`config.mk`:
```
export PLATFORM = sky130hd
export DESIGN_NAME = dside_ahb_arbiter
export DESIGN_NICKNAME = d
export VERILOG_FILES = /design/src/source/ahb_pkg.sv /design/src/source/dside_ahb_arbiter.sv
export SDC_FILE = /design/constraint.sdc
export NUM_CORES = 1
export LEC_CHECK = 0
export BUFFER_PORTS_ARGS = -buffer_cell sky130_fd_sc_hd__buf_2
export CAP_MARGIN = 20
export CELL_PAD_IN_SITES_DETAIL_PLACEMENT = 1
export CELL_PAD_IN_SITES_GLOBAL_PLACEMENT = 2
export CORE_AREA = 2 2 123 125
export DETAILED_ROUTE_END_ITERATION = 6
export DIE_AREA = 0 0 125 127
export GPL_TIMING_DRIVEN = 0
export PLACE_DENSITY = 0.92
export SKIP_LAST_GASP = 1
export SYNTH_ARGS = -nofsm -noshare
export SYNTH_HDL_FRONTEND = slang
export SYNTH_SLANG_ARGS = --single-unit
```
`constraint.sdc`:
```
create_clock -name clk -period 2.55 [get_ports clk]
set_input_delay 0.255 -clock clk [delete_from_list [all_inputs] [get_ports clk]]
set_output_delay 0.255 -clock clk [all_outputs]
set_load 0.02 [all_outputs]
```
`src/source/ahb_pkg.sv`:
```
// AHB-Lite encodings shared by the bus masters and the SRAM slave
// Transfer types, transfer sizes, protection bit positions and bus widths

`default_nettype none

package ahb_pkg;

	// ------------------------------------------------------------------------
	// Bus widths
	localparam int W_ADDR   = 32;
	localparam int W_DATA   = 32;
	localparam int W_HTRANS = 2;
	localparam int W_HSIZE  = 3;
	localparam int W_HPROT  = 4;

	// ------------------------------------------------------------------------
	// HTRANS codes, only single transfers are issued
	localparam logic [W_HTRANS-1:0] HTRANS_IDLE = 2'b00;
	localparam logic [W_HTRANS-1:0] HTRANS_NSEQ = 2'b10;

	// HSIZE codes up to one full word
	localparam logic [W_HSIZE-1:0] HSIZE_BYTE = 3'b000;
	localparam logic [W_HSIZE-1:0] HSIZE_HALF = 3'b001;
	localparam logic [W_HSIZE-1:0] HSIZE_WORD = 3'b010;

	// HPROT bit positions
	// Bit 0 set means data access, clear means opcode fetch
	localparam int HPROT_DATA_BIT = 0;
	// Bit 1 set means privileged access
	localparam int HPROT_PRIV_BIT = 1;

endpackage

`default_nettype wire

```
`src/source/dside_ahb_arbiter.sv`:
```
// Load/store side AHB-Lite master port
// Core load/store and debug SBA share one port with priority to the core

`default_nettype none

module dside_ahb_arbiter (
	input  wire                           clk,
	input  wire                           rst_n,
	// Core load/store side
	input  wire                           core_req_i,
	input  wire  [ahb_pkg::W_ADDR-1:0]    core_addr_i,
	input  wire  [ahb_pkg::W_HSIZE-1:0]   core_size_i,
	input  wire                           core_write_i,
	input  wire                           core_priv_i,
	input  wire  [ahb_pkg::W_DATA-1:0]    core_wdata_i,
	output logic                          core_aph_ready_o,
	output logic                          core_dph_ready_o,
	output logic                          core_dph_err_o,
	output logic [ahb_pkg::W_DATA-1:0]    core_rdata_o,
	// Debug system bus access side
	input  wire                           sbus_vld_i,
	input  wire  [ahb_pkg::W_ADDR-1:0]    sbus_addr_i,
	input  wire  [1:0]                    sbus_size_i,
	input  wire                           sbus_write_i,
	input  wire  [ahb_pkg::W_DATA-1:0]    sbus_wdata_i,
	output logic                          sbus_rdy_o,
	output logic                          sbus_err_o,
	output logic [ahb_pkg::W_DATA-1:0]    sbus_rdata_o,
	// AHB-Lite master side
	output logic [ahb_pkg::W_ADDR-1:0]    d_haddr_o,
	output logic [ahb_pkg::W_HTRANS-1:0]  d_htrans_o,
	output logic [ahb_pkg::W_HSIZE-1:0]   d_hsize_o,
	output logic                          d_hwrite_o,
	output logic [ahb_pkg::W_HPROT-1:0]   d_hprot_o,
	output logic [ahb_pkg::W_DATA-1:0]    d_hwdata_o,
	input  wire                           d_hready_i,
	input  wire                           d_hresp_i,
	input  wire  [ahb_pkg::W_DATA-1:0]    d_hrdata_i
);

logic gnt_core;
logic gnt_sbus;
logic gnt_core_prev;
logic gnt_sbus_prev;
logic hold_aph;
logic dph_core;
logic dph_sbus;

// --------------------------------------------------------------------------
// Grant

// A stalled address phase keeps last cycle's grant
always_ff @(posedge clk or negedge rst_n) begin
	if (!rst_n) begin
		hold_aph      <= 1'b0;
		gnt_core_prev <= 1'b0;
		gnt_sbus_prev <= 1'b0;
	end else begin
		hold_aph      <= (d_htrans_o == ahb_pkg::HTRANS_NSEQ) && !d_hready_i && !d_hresp_i;
		gnt_core_prev <= gnt_core;
		gnt_sbus_prev <= gnt_sbus;
	end
end

always_comb begin
	if (hold_aph) begin
		gnt_core = gnt_core_prev;
		gnt_sbus = gnt_sbus_prev;
	end else begin
		gnt_core = core_req_i;
		// SBA waits for its own previous data phase to drain
		gnt_sbus = !core_req_i && sbus_vld_i && !dph_sbus;
	end
end

// Data phase owner
always_ff @(posedge clk or negedge rst_n) begin
	if (!rst_n) begin
		dph_core <= 1'b0;
		dph_sbus <= 1'b0;
	end else if (d_hready_i) begin
		dph_core <= gnt_core;
		dph_sbus <= gnt_sbus;
	end
end

// --------------------------------------------------------------------------
// Address and data phase muxing

assign d_htrans_o = (gnt_core || gnt_sbus) ? ahb_pkg::HTRANS_NSEQ : ahb_pkg::HTRANS_IDLE;
assign d_haddr_o  = gnt_sbus ? sbus_addr_i          : core_addr_i;
assign d_hsize_o  = gnt_sbus ? {1'b0, sbus_size_i}  : core_size_i;
assign d_hwrite_o = gnt_sbus ? sbus_write_i         : core_write_i;

// SBA always privileged
always_comb begin
	d_hprot_o = '0;
	d_hprot_o[ahb_pkg::HPROT_PRIV_BIT] = gnt_sbus || core_priv_i;
	d_hprot_o[ahb_pkg::HPROT_DATA_BIT] = 1'b1;
end

assign d_hwdata_o = dph_sbus ? sbus_wdata_i : core_wdata_i;

// Core sees the first error cycle so a trailing access can be squashed
assign core_aph_ready_o = d_hready_i && gnt_core;
assign core_dph_ready_o = d_hready_i && dph_core;
assign core_dph_err_o   = dph_core && d_hresp_i;
assign core_rdata_o     = d_hrdata_i;

assign sbus_rdy_o   = d_hready_i && dph_sbus;
assign sbus_err_o   = d_hready_i && dph_sbus && d_hresp_i;
assign sbus_rdata_o = d_hrdata_i;

a_gnt_onehot: assert property (@(posedge clk) disable iff (!rst_n)
	!(gnt_core && gnt_sbus))
	else $error("core and SBA granted together");

// Held grant keeps the stalled address phase on the bus
a_gnt_held: assert property (@(posedge clk) disable iff (!rst_n)
	hold_aph |-> $stable(d_haddr_o) && $stable(d_hsize_o) && $stable(d_hwrite_o))
	else $error("address phase changed under a held grant");

endmodule

`default_nettype wire

```
# Yosys cells after proc, flatten, opt, wreduce, memory -nomap -nowiden
# Index checks and enable logic that the tools add are counted.
# Widths: inputs -> output; s select.
# word_totals
ff_bits,5
latchBits,0
ram_bits,0
mem_bits_ro,0
output_inout_bits,143
wordCells,28
memories,0
# classes
add_sub_neg,0
n_mul,0
div_mod_pow,0
order_cmp,0
n_eq_ne,1
shift,0
muxes,7
bitwise_logic,0
n_reduce_logical,15
# op_table
operator,count
$mux 32,2
$logic_and 1x1->1,9
$logic_not 1->1,4
$mux 1,3
$mux 3,1
$eq 2x2->1 const B,1
$logic_or 1x1->1,2
$mux 2,1

# Depth between registers and ports, before layout
# Gate-level depths: netlist of the first run.
# depth
ltp_word,9
ltp_mapped,5

# Least setup slack after synthesis of the first run
# Ideal clock, no wire load.
# synth_timing
path_type,reg2out
startpoint,register dph_sbus
endpoint,output d_haddr_o[0] (netlist name)
t_arrival_ns,1.355
t_required_ns,2.295
path_slack_ns,0.940
stages_incl_launch_ff,6
n_path_buf,2
path_cell_list,dfrtp_1 buf_6 nor4b_4 a21oi_2 buf_6 mux2_4
# synth_via
elab_chain_cells,4
# synth_rtl
element,line_no,text
start: declaration,dside_ahb_arbiter.sv:47,logic dph_sbus;
start signal: assignment,dside_ahb_arbiter.sv:83,dph_sbus <= gnt_sbus;
$logic_not 1->1,dside_ahb_arbiter.sv:72,gnt_sbus = !core_req_i && sbus_vld_i && !dph_sbus;
$logic_and 1x1->1,dside_ahb_arbiter.sv:72,
$mux 1,dside_ahb_arbiter.sv:66,if (hold_aph) begin
$mux 32,dside_ahb_arbiter.sv:91,assign d_haddr_o = gnt_sbus ? sbus_addr_i : core_addr_i;
end: declaration,dside_ahb_arbiter.sv:30,"output logic [ahb_pkg::W_ADDR-1:0] d_haddr_o,"
# No other way between the ends.

# Worst setup path after layout of the first run
# layout_timing
startpoint,register dph_sbus
endpoint,output d_haddr_o[19] (netlist name)
# Same word-level chain as after synthesis.

==> summary.txt, run 1 <==
Run status
  • Status: completed

Clocking
  • CTS resizes: 0
  • Post-CTS Setup Bufs: 0
  • Hold_buf cts: 1
  • Clock sink count: 5
  • Clock Path Buffers: 2
  • Reg clk slew, reported paths: approximately 0.03 ns
  • Root buffer cell: clkbuf_16
  • # H-tree levels: 1
  • CTS tree: built
  • Clock Latency Late Sink: between 0.2 and 0.25 ns
  • CTS Buf Count: 3

Floorplan
  • Starting Density: 11.9%
  • Die area: 0.0159 sq mm
  • Die Ht: 127 um
  • Core area: 0.0144 sq mm
  • Die Wd: approximately 130 um
  • Site Rows: 44
  • Ports: roughly 320

Routing
  • # DRC: 0
  • Wire length on met3: roughly 860 um
  • Vias/cell: 3.51
  • Uppermost routed layer: met4
  • Met2 routed WL: roughly 5100 um
  • Via Count: approximately 2200
  • WL final: around 9000 um
  • DR WL/cell: roughly 14 um
  • Post-DRT Antenna Nets: 0
  • Detailed Route Iter0 Violations: 25
  • First drt pass iteration count: 3
  • Met1 Routed Length: about 2800 um

Final layout
  • Final net count: 630
  • Layout cells sized above 1: 93.6%
  • Antenna cells: 0
  • Area Growth Syn to Fin: 100%

Logic synthesis
  • Seq/Total Area, Yosys: approximately 7.3%
  • Syn Inst Count: roughly 170
  • Unique masters post-synth: 20
  • Synth Area per Inst: between 10 and 15 sq um
  • Synth warn: 0
  • Cell area after synthesis: around 0.0017 sq mm
  • #FFs+latches synth: 5
  • Top-area cell type share of the netlist area: around 30%
  • Synth area leader: buf_4
  • Synth top area cells: buf_4 30%, mux2_4 30%, mux2_2 22%

Timing
  • Setup-failing EPs final: 0
  • Final Cycle Share: between 80 and 90%
  • Fin. Hold Viols: 0
  • Minimum clock period: 2.11 ns
  • Setup TNS: 0 ns
  • Relative slew slack: 65.7%
  • Pins Over Slew Limit: 0
  • RSZ-0062 raised after global routing: false
  • Top achievable clock speed: 0.474 GHz
  • Skew final: roughly 0.0034 ns
  • Worst-Margin Slew: ~0.51 ns

Place
  • RePlAce Congestion: around 0.77
  • DP HPWL: around 8400 um
  • # port buffers: ~280

Power and ir drop
  • LEAKAGE: ~2.1 nW
  • Total power: between 1 and 1.5 mW
  • Worst VDD drop: around 190 uV
  • Power Density: about 340 mW/mm^2

Setup path
  • Required @ worst endpoint: 2.30 ns
  • Worst setup EP type: output port
  • Crit Path Category: reg -> out
  • Slowest stage delay, CP: 0.36 ns
  • Startpoint Class: register
  • Cell chain of the critical path: buf_6 > nor4b_4 > a21oi_2 > buf_6 > mux2_4 > buf_2
  • Most frequent CP cell: buf_6
  • CP max FO: 10
  • Data arrival, critical path: 1.86 ns
  • Slowest CP cell: a21oi_2

Global routing
  • Total gr overflow: 0
  • Largest net degree at the start of global routing: 11
  • Overall Global Routing Usage: 10.4%
  • Vias in the first global route: 2317
  • Antenna violations before repair: 1
  • Global-route wire length before repair: approximately 13000 um

Min path
  • Min-delay worst type: in -> reg

Run
  • Maxcap violations: 0
-- final timing paths --
| kind | startpoint | end | slack [ns] | cells after the start |
|---|---|---|---|---|
| max reg2reg | dph_sbus | hold_aph | 1.12 | 5 |
| min reg2reg | dph_core | dph_core | 0.55 | 2 |
| max in group asynchronous | rst_n | hold_aph | 2.02 | 2 |
| min | d_hresp_i | hold_aph | 0.22 | 2 |
| max | dph_sbus | d_haddr_o[19] | 0.44 | 6 |
| min in group asynchronous | rst_n | dph_sbus | 0.40 | 2 |
-- power by group --
part           internal [mW]  switching, mW
sequential            0.0865        0.00439
clock                  0.208         0.0561
combinational          0.399          0.411
-- Yosys cell counts, drive strengths merged --
cell type,n
buf,75
mux2,67
dfrtp,5
and2,4
a21oi,3
clkbuf,2
conb,2
inv,2
nor2,2
a211oi,1
and3,1
mux2i,1
nand2,1
nand2b,1
nor2b,1
nor4b,1
-- flip-flops by register name, indices dropped and copies added, names as in the netlist --
signal / flops
dph_core: 1
dph_sbus: 1
gnt_core_prev: 1
gnt_sbus_prev: 1
hold_aph: 1
-- worst max-delay path: cells and delay by family, from the launching register on --
| kind | cells | cell delay, ns |
|---|---|---|
| mux | 1 | 0.32 |
| flops | 1 | 0.33 |
| compound gates | 1 | 0.36 |
| simple gates | 1 | 0.05 |
| buf+inv | 3 | 0.55 |
-- cell families (layout without fill, tap and decap cells) --
family          after synthesis  in the layout  share of synthesized area [%]
other cells                   2              4                          0.436
mux                          68             68                           51.8
simple gates                 11             11                           4.58
buf+inv                      79            363                           34.4
compound gates                4              4                           1.53
flops                         5              5                           7.27
-- through the flow --
stage / hold slack, ns / std cells / area, sq um / setup slack (ns) / util (%)
floorplan: -0.0406 / 171 / 1730 / 0.940 / -
global placement: 0.0700 / 634 / 3360 / 0.601 / 23.3
detailed placement: 0.0759 / 634 / 3360 / 0.613 / 23.3
CTS: 0.213 / 639 / 3440 / 0.355 / 23.9
global route: 0.222 / 639 / 3440 / 0.309 / 23.9
finish: 0.216 / 639 / 3440 / 0.438 / 23.9
-- routing by layer --
layer,vias up,global-route usage (%)
met5,-,0
li1,1073,-
met4,0,3.99
met3,9,2.14
met2,182,21.6
met1,982,9.81
-- layout by cell type (no fill, tap or decap), drive strengths merged --
master | netlist | final
a211oi | 1 | 1
a21oi | 3 | 3
and2 | 4 | 4
and3 | 1 | 1
buf | 75 | 354
clkbuf | 2 | 6
conb | 2 | 4
dfrtp | 5 | 5
dlygate4sd3 | 0 | 1
inv | 2 | 2
mux2 | 67 | 67
mux2i | 1 | 1
nand2 | 1 | 1
nand2b | 1 | 1
nor2 | 2 | 2
nor2b | 1 | 1
nor4b | 1 | 1
-- final cells by class --
class	count	area, sq um
plain buffers	77	584
well taps	184	230
flip-flops and latches	5	125
clock buffers	4	78.8
inverters	2	7.51
multi-input cells	87	1010
fillers	1851	11000
repair buffers	280	1410
No activity file was read; power rests on OpenSTA's default activity.
==> run 2: changes to the inputs <==
--- a/config.mk
+++ b/config.mk
@@ -9,11 +9,11 @@
 export CAP_MARGIN = 20
 export CELL_PAD_IN_SITES_DETAIL_PLACEMENT = 1
 export CELL_PAD_IN_SITES_GLOBAL_PLACEMENT = 2
-export CORE_AREA = 2 2 123 125
+export CORE_AREA = 2 2 129 131
 export DETAILED_ROUTE_END_ITERATION = 6
-export DIE_AREA = 0 0 125 127
+export DIE_AREA = 0 0 131 133
 export GPL_TIMING_DRIVEN = 0
-export PLACE_DENSITY = 0.92
+export PLACE_DENSITY = 0.85
 export SKIP_LAST_GASP = 1
 export SYNTH_ARGS = -nofsm -noshare
 export SYNTH_HDL_FRONTEND = slang
==> constraint.sdc (replaced) <==
create_clock -name clk -period 2.1 [get_ports clk]
set_input_delay 0.21 -clock clk [delete_from_list [all_inputs] [get_ports clk]]
set_output_delay 0.21 -clock clk [all_outputs]
set_load 0.02 [all_outputs]
==> run 2 against run 1 <==
Net effect: hold slack got worse by 0.043 ns; highest routed layer unchanged; non-clock buffer count did not move; worst setup slack got worse by 0.35 ns; critical path type unchanged; global-route usage fell by 2.5 points; largest cell class unchanged; routed wire length fell by 12%; utilization fell by 2.3 points; combinational power rose by 21%; first-iteration DRC count rose by 16%.
==> summary.txt, run 2 (synthesis results as in run 1) <==
Place
  • # port buffers: 279 (unchanged)
  • DP HPWL: 7370 um (-13%)
  • RePlAce Congestion: 0.807 (+4.6%)
  • Post-DP Area: 0.00340 sq mm (+1.3%)

Clocking
  • Reg clk slew, reported paths: 0.04 ns (about the same)
  • # H-tree levels: 1 (unchanged)
  • Clock sink count: 5 (unchanged)
  • CTS tree: built
  • Clock Latency Late Sink: 0.23 ns (about the same)
  • Clock Path Buffers: 2 (unchanged)
  • Root buffer cell: clkbuf_16
  • CTS Buf Count: 3 (unchanged)

Setup path
  • Required @ worst endpoint: 1.89 ns (-0.41 ns)
  • Crit Path Category: reg -> out
  • Startpoint Class: register
  • Data arrival, critical path: 1.81 ns (-0.05 ns)
  • CP max FO: 10 (unchanged)
  • Worst setup EP type: output port

Run status
  • Status: completed

Timing
  • Fin. Hold Viols: 0 (unchanged)
  • Final Cycle Share: roughly 96%
  • Setup TNS: 0 ns (unchanged)
  • Skew final: 0.00456 ns (+0.00121 ns)
  • Top achievable clock speed: 0.496 GHz
  • Minimum clock period: just over 2 ns
  • Pins Over Slew Limit: 0 (unchanged)
  • RSZ-0062 raised after global routing: false
  • Hold Slack: 0.173 ns (-0.0432 ns)
  • Setup-failing EPs final: 0 (unchanged)

Power and ir drop
  • Total power: 1.41 mW (+21%)
  • LEAKAGE: 2.09 nW (about the same)
  • Worst VDD drop: 473 uV (+140%)
  • Power Density: 402 mW/mm^2 (+19%)

Global routing
  • Largest net degree at the start of global routing: 11 (unchanged)
  • Total gr overflow: 0 (unchanged)
  • Overall Global Routing Usage: 7.86% (-2.5 points)
  • Antenna violations before repair: 0 (-1)
  • Vias in the first global route: 2184 (-5.7%)
  • Global-route wire length before repair: 10900 um (-13%)

Run
  • Maxcap violations: 0 (unchanged)

Final layout
  • Finished Cell Area: 0.00350 sq mm (+1.5%)
  • Commonest non-fill, non-tap cell in the layout: buf_2
  • Most frequent cells in the layout: 281 x buf_2, 68 x buf_4, 34 x mux2_4, 33 x mux2_2
  • Layout cells sized above 1: 93.6% (unchanged)
  • Antenna cells: 0 (unchanged)
  • Area Growth Syn to Fin: 103%
  • Final net count: 630 (unchanged)
  • Utilization after layout: 21.6% (-2.3 points)

Floorplan
  • Site Rows: 47 (+6.8%)
  • Die Wd: 131 um (+4.8%)
  • Starting Density: 10.6% (-1.3 points)
  • Core area: 0.0162 sq mm (+12%)
  • Die area: 0.0174 sq mm (+9.8%)
  • Die Ht: 133 um (+4.7%)
  • Ports: 317 (unchanged)

Routing
  • First drt pass iteration count: 4 (+1)
  • DR WL/cell: 11.8 um (-16%)
  • Detailed Route Iter0 Violations: 29 (+16%)
  • # DRC: 0 (unchanged)
  • Via Count: 2222 (-1.1%)
  • Vias/cell: 3.29 (-6.3%)
  • WL final: 7980 um (-12%)
  • Post-DRT Antenna Nets: 0 (unchanged)

Min path
  • Min-delay worst type: in -> reg
==> run 2: cell counts in the layout (fill, tap and decap cells not counted) <==
No cell type changed its count.
==> run 2: per-layer routing <==
layer	global-route usage, %	vias to the layer above	share of wire (%)	wire (um)
li1	-	1071	-	-
met1	7.54	983	31	2500
met2	16.7	164	56	4490
met3	1.86	4	12	970
met4	0.887	0	0.26	21
met5	0	-	0	0
==> run 2: through the flow <==
| step | setup WS, ns | std cells |
|---|---|---|
| 2_1_floorplan | 0.535 | 171 |
| 3_3_place_gp | 0.185 | 670 |
| 3_5_place_dp | 0.174 | 670 |
| 4_1_cts | 0.0358 | 675 |
| 5_1_grt | 0.00451 | 675 |
| 6_report | 0.0835 | 675 |
==> run 2: final cells by class <==
class,count,area [sq um]
fill,2045,12700
timing repair buffer,280,1410
multi-input combinational,87,1020
buffer,77,584
tap,220,275
sequential,5,125
clock buffer,4,78.8
inverter,2,7.51
==> run 2: final timing paths <==
check	from	endpoint	slack, ns	cells past startpoint
max in group asynchronous	rst_n	gnt_core_prev	1.64	2
worst max register to register	dph_sbus	hold_aph	0.73	5
worst min-delay path	d_hresp_i	hold_aph	0.17	2
worst min register to register	dph_core	dph_core	0.56	2
worst max-delay path	dph_sbus	d_haddr_o[15]	0.08	6
min in group asynchronous	rst_n	dph_core	0.32	2
==> run 2: critical path, stage by stage, from the launching register on <==
cell	delay [ns]
dfrtp_1	0.36
buf_6	0.15
nor4b_4	0.30
a21oi_4	0.11
buf_6	0.18
mux2_4	0.31
buf_2	0.16
==> run 2: power by group <==
part           switching [mW]  leakage (nW)  internal, mW
Clock                  0.0658        0.0382         0.252
Combinational           0.491          1.99         0.486
Sequential            0.00570        0.0617         0.105
Total                   0.563          2.09         0.842
==> run 2: repair_timing <==
action	in CTS	in global routing
endpoints found under the hold margin	5	0
setup endpoints to repair	34	13
buffers inserted	0	0
pin swaps	0	1
hold buffers	1	0
gates resized for setup	1	0
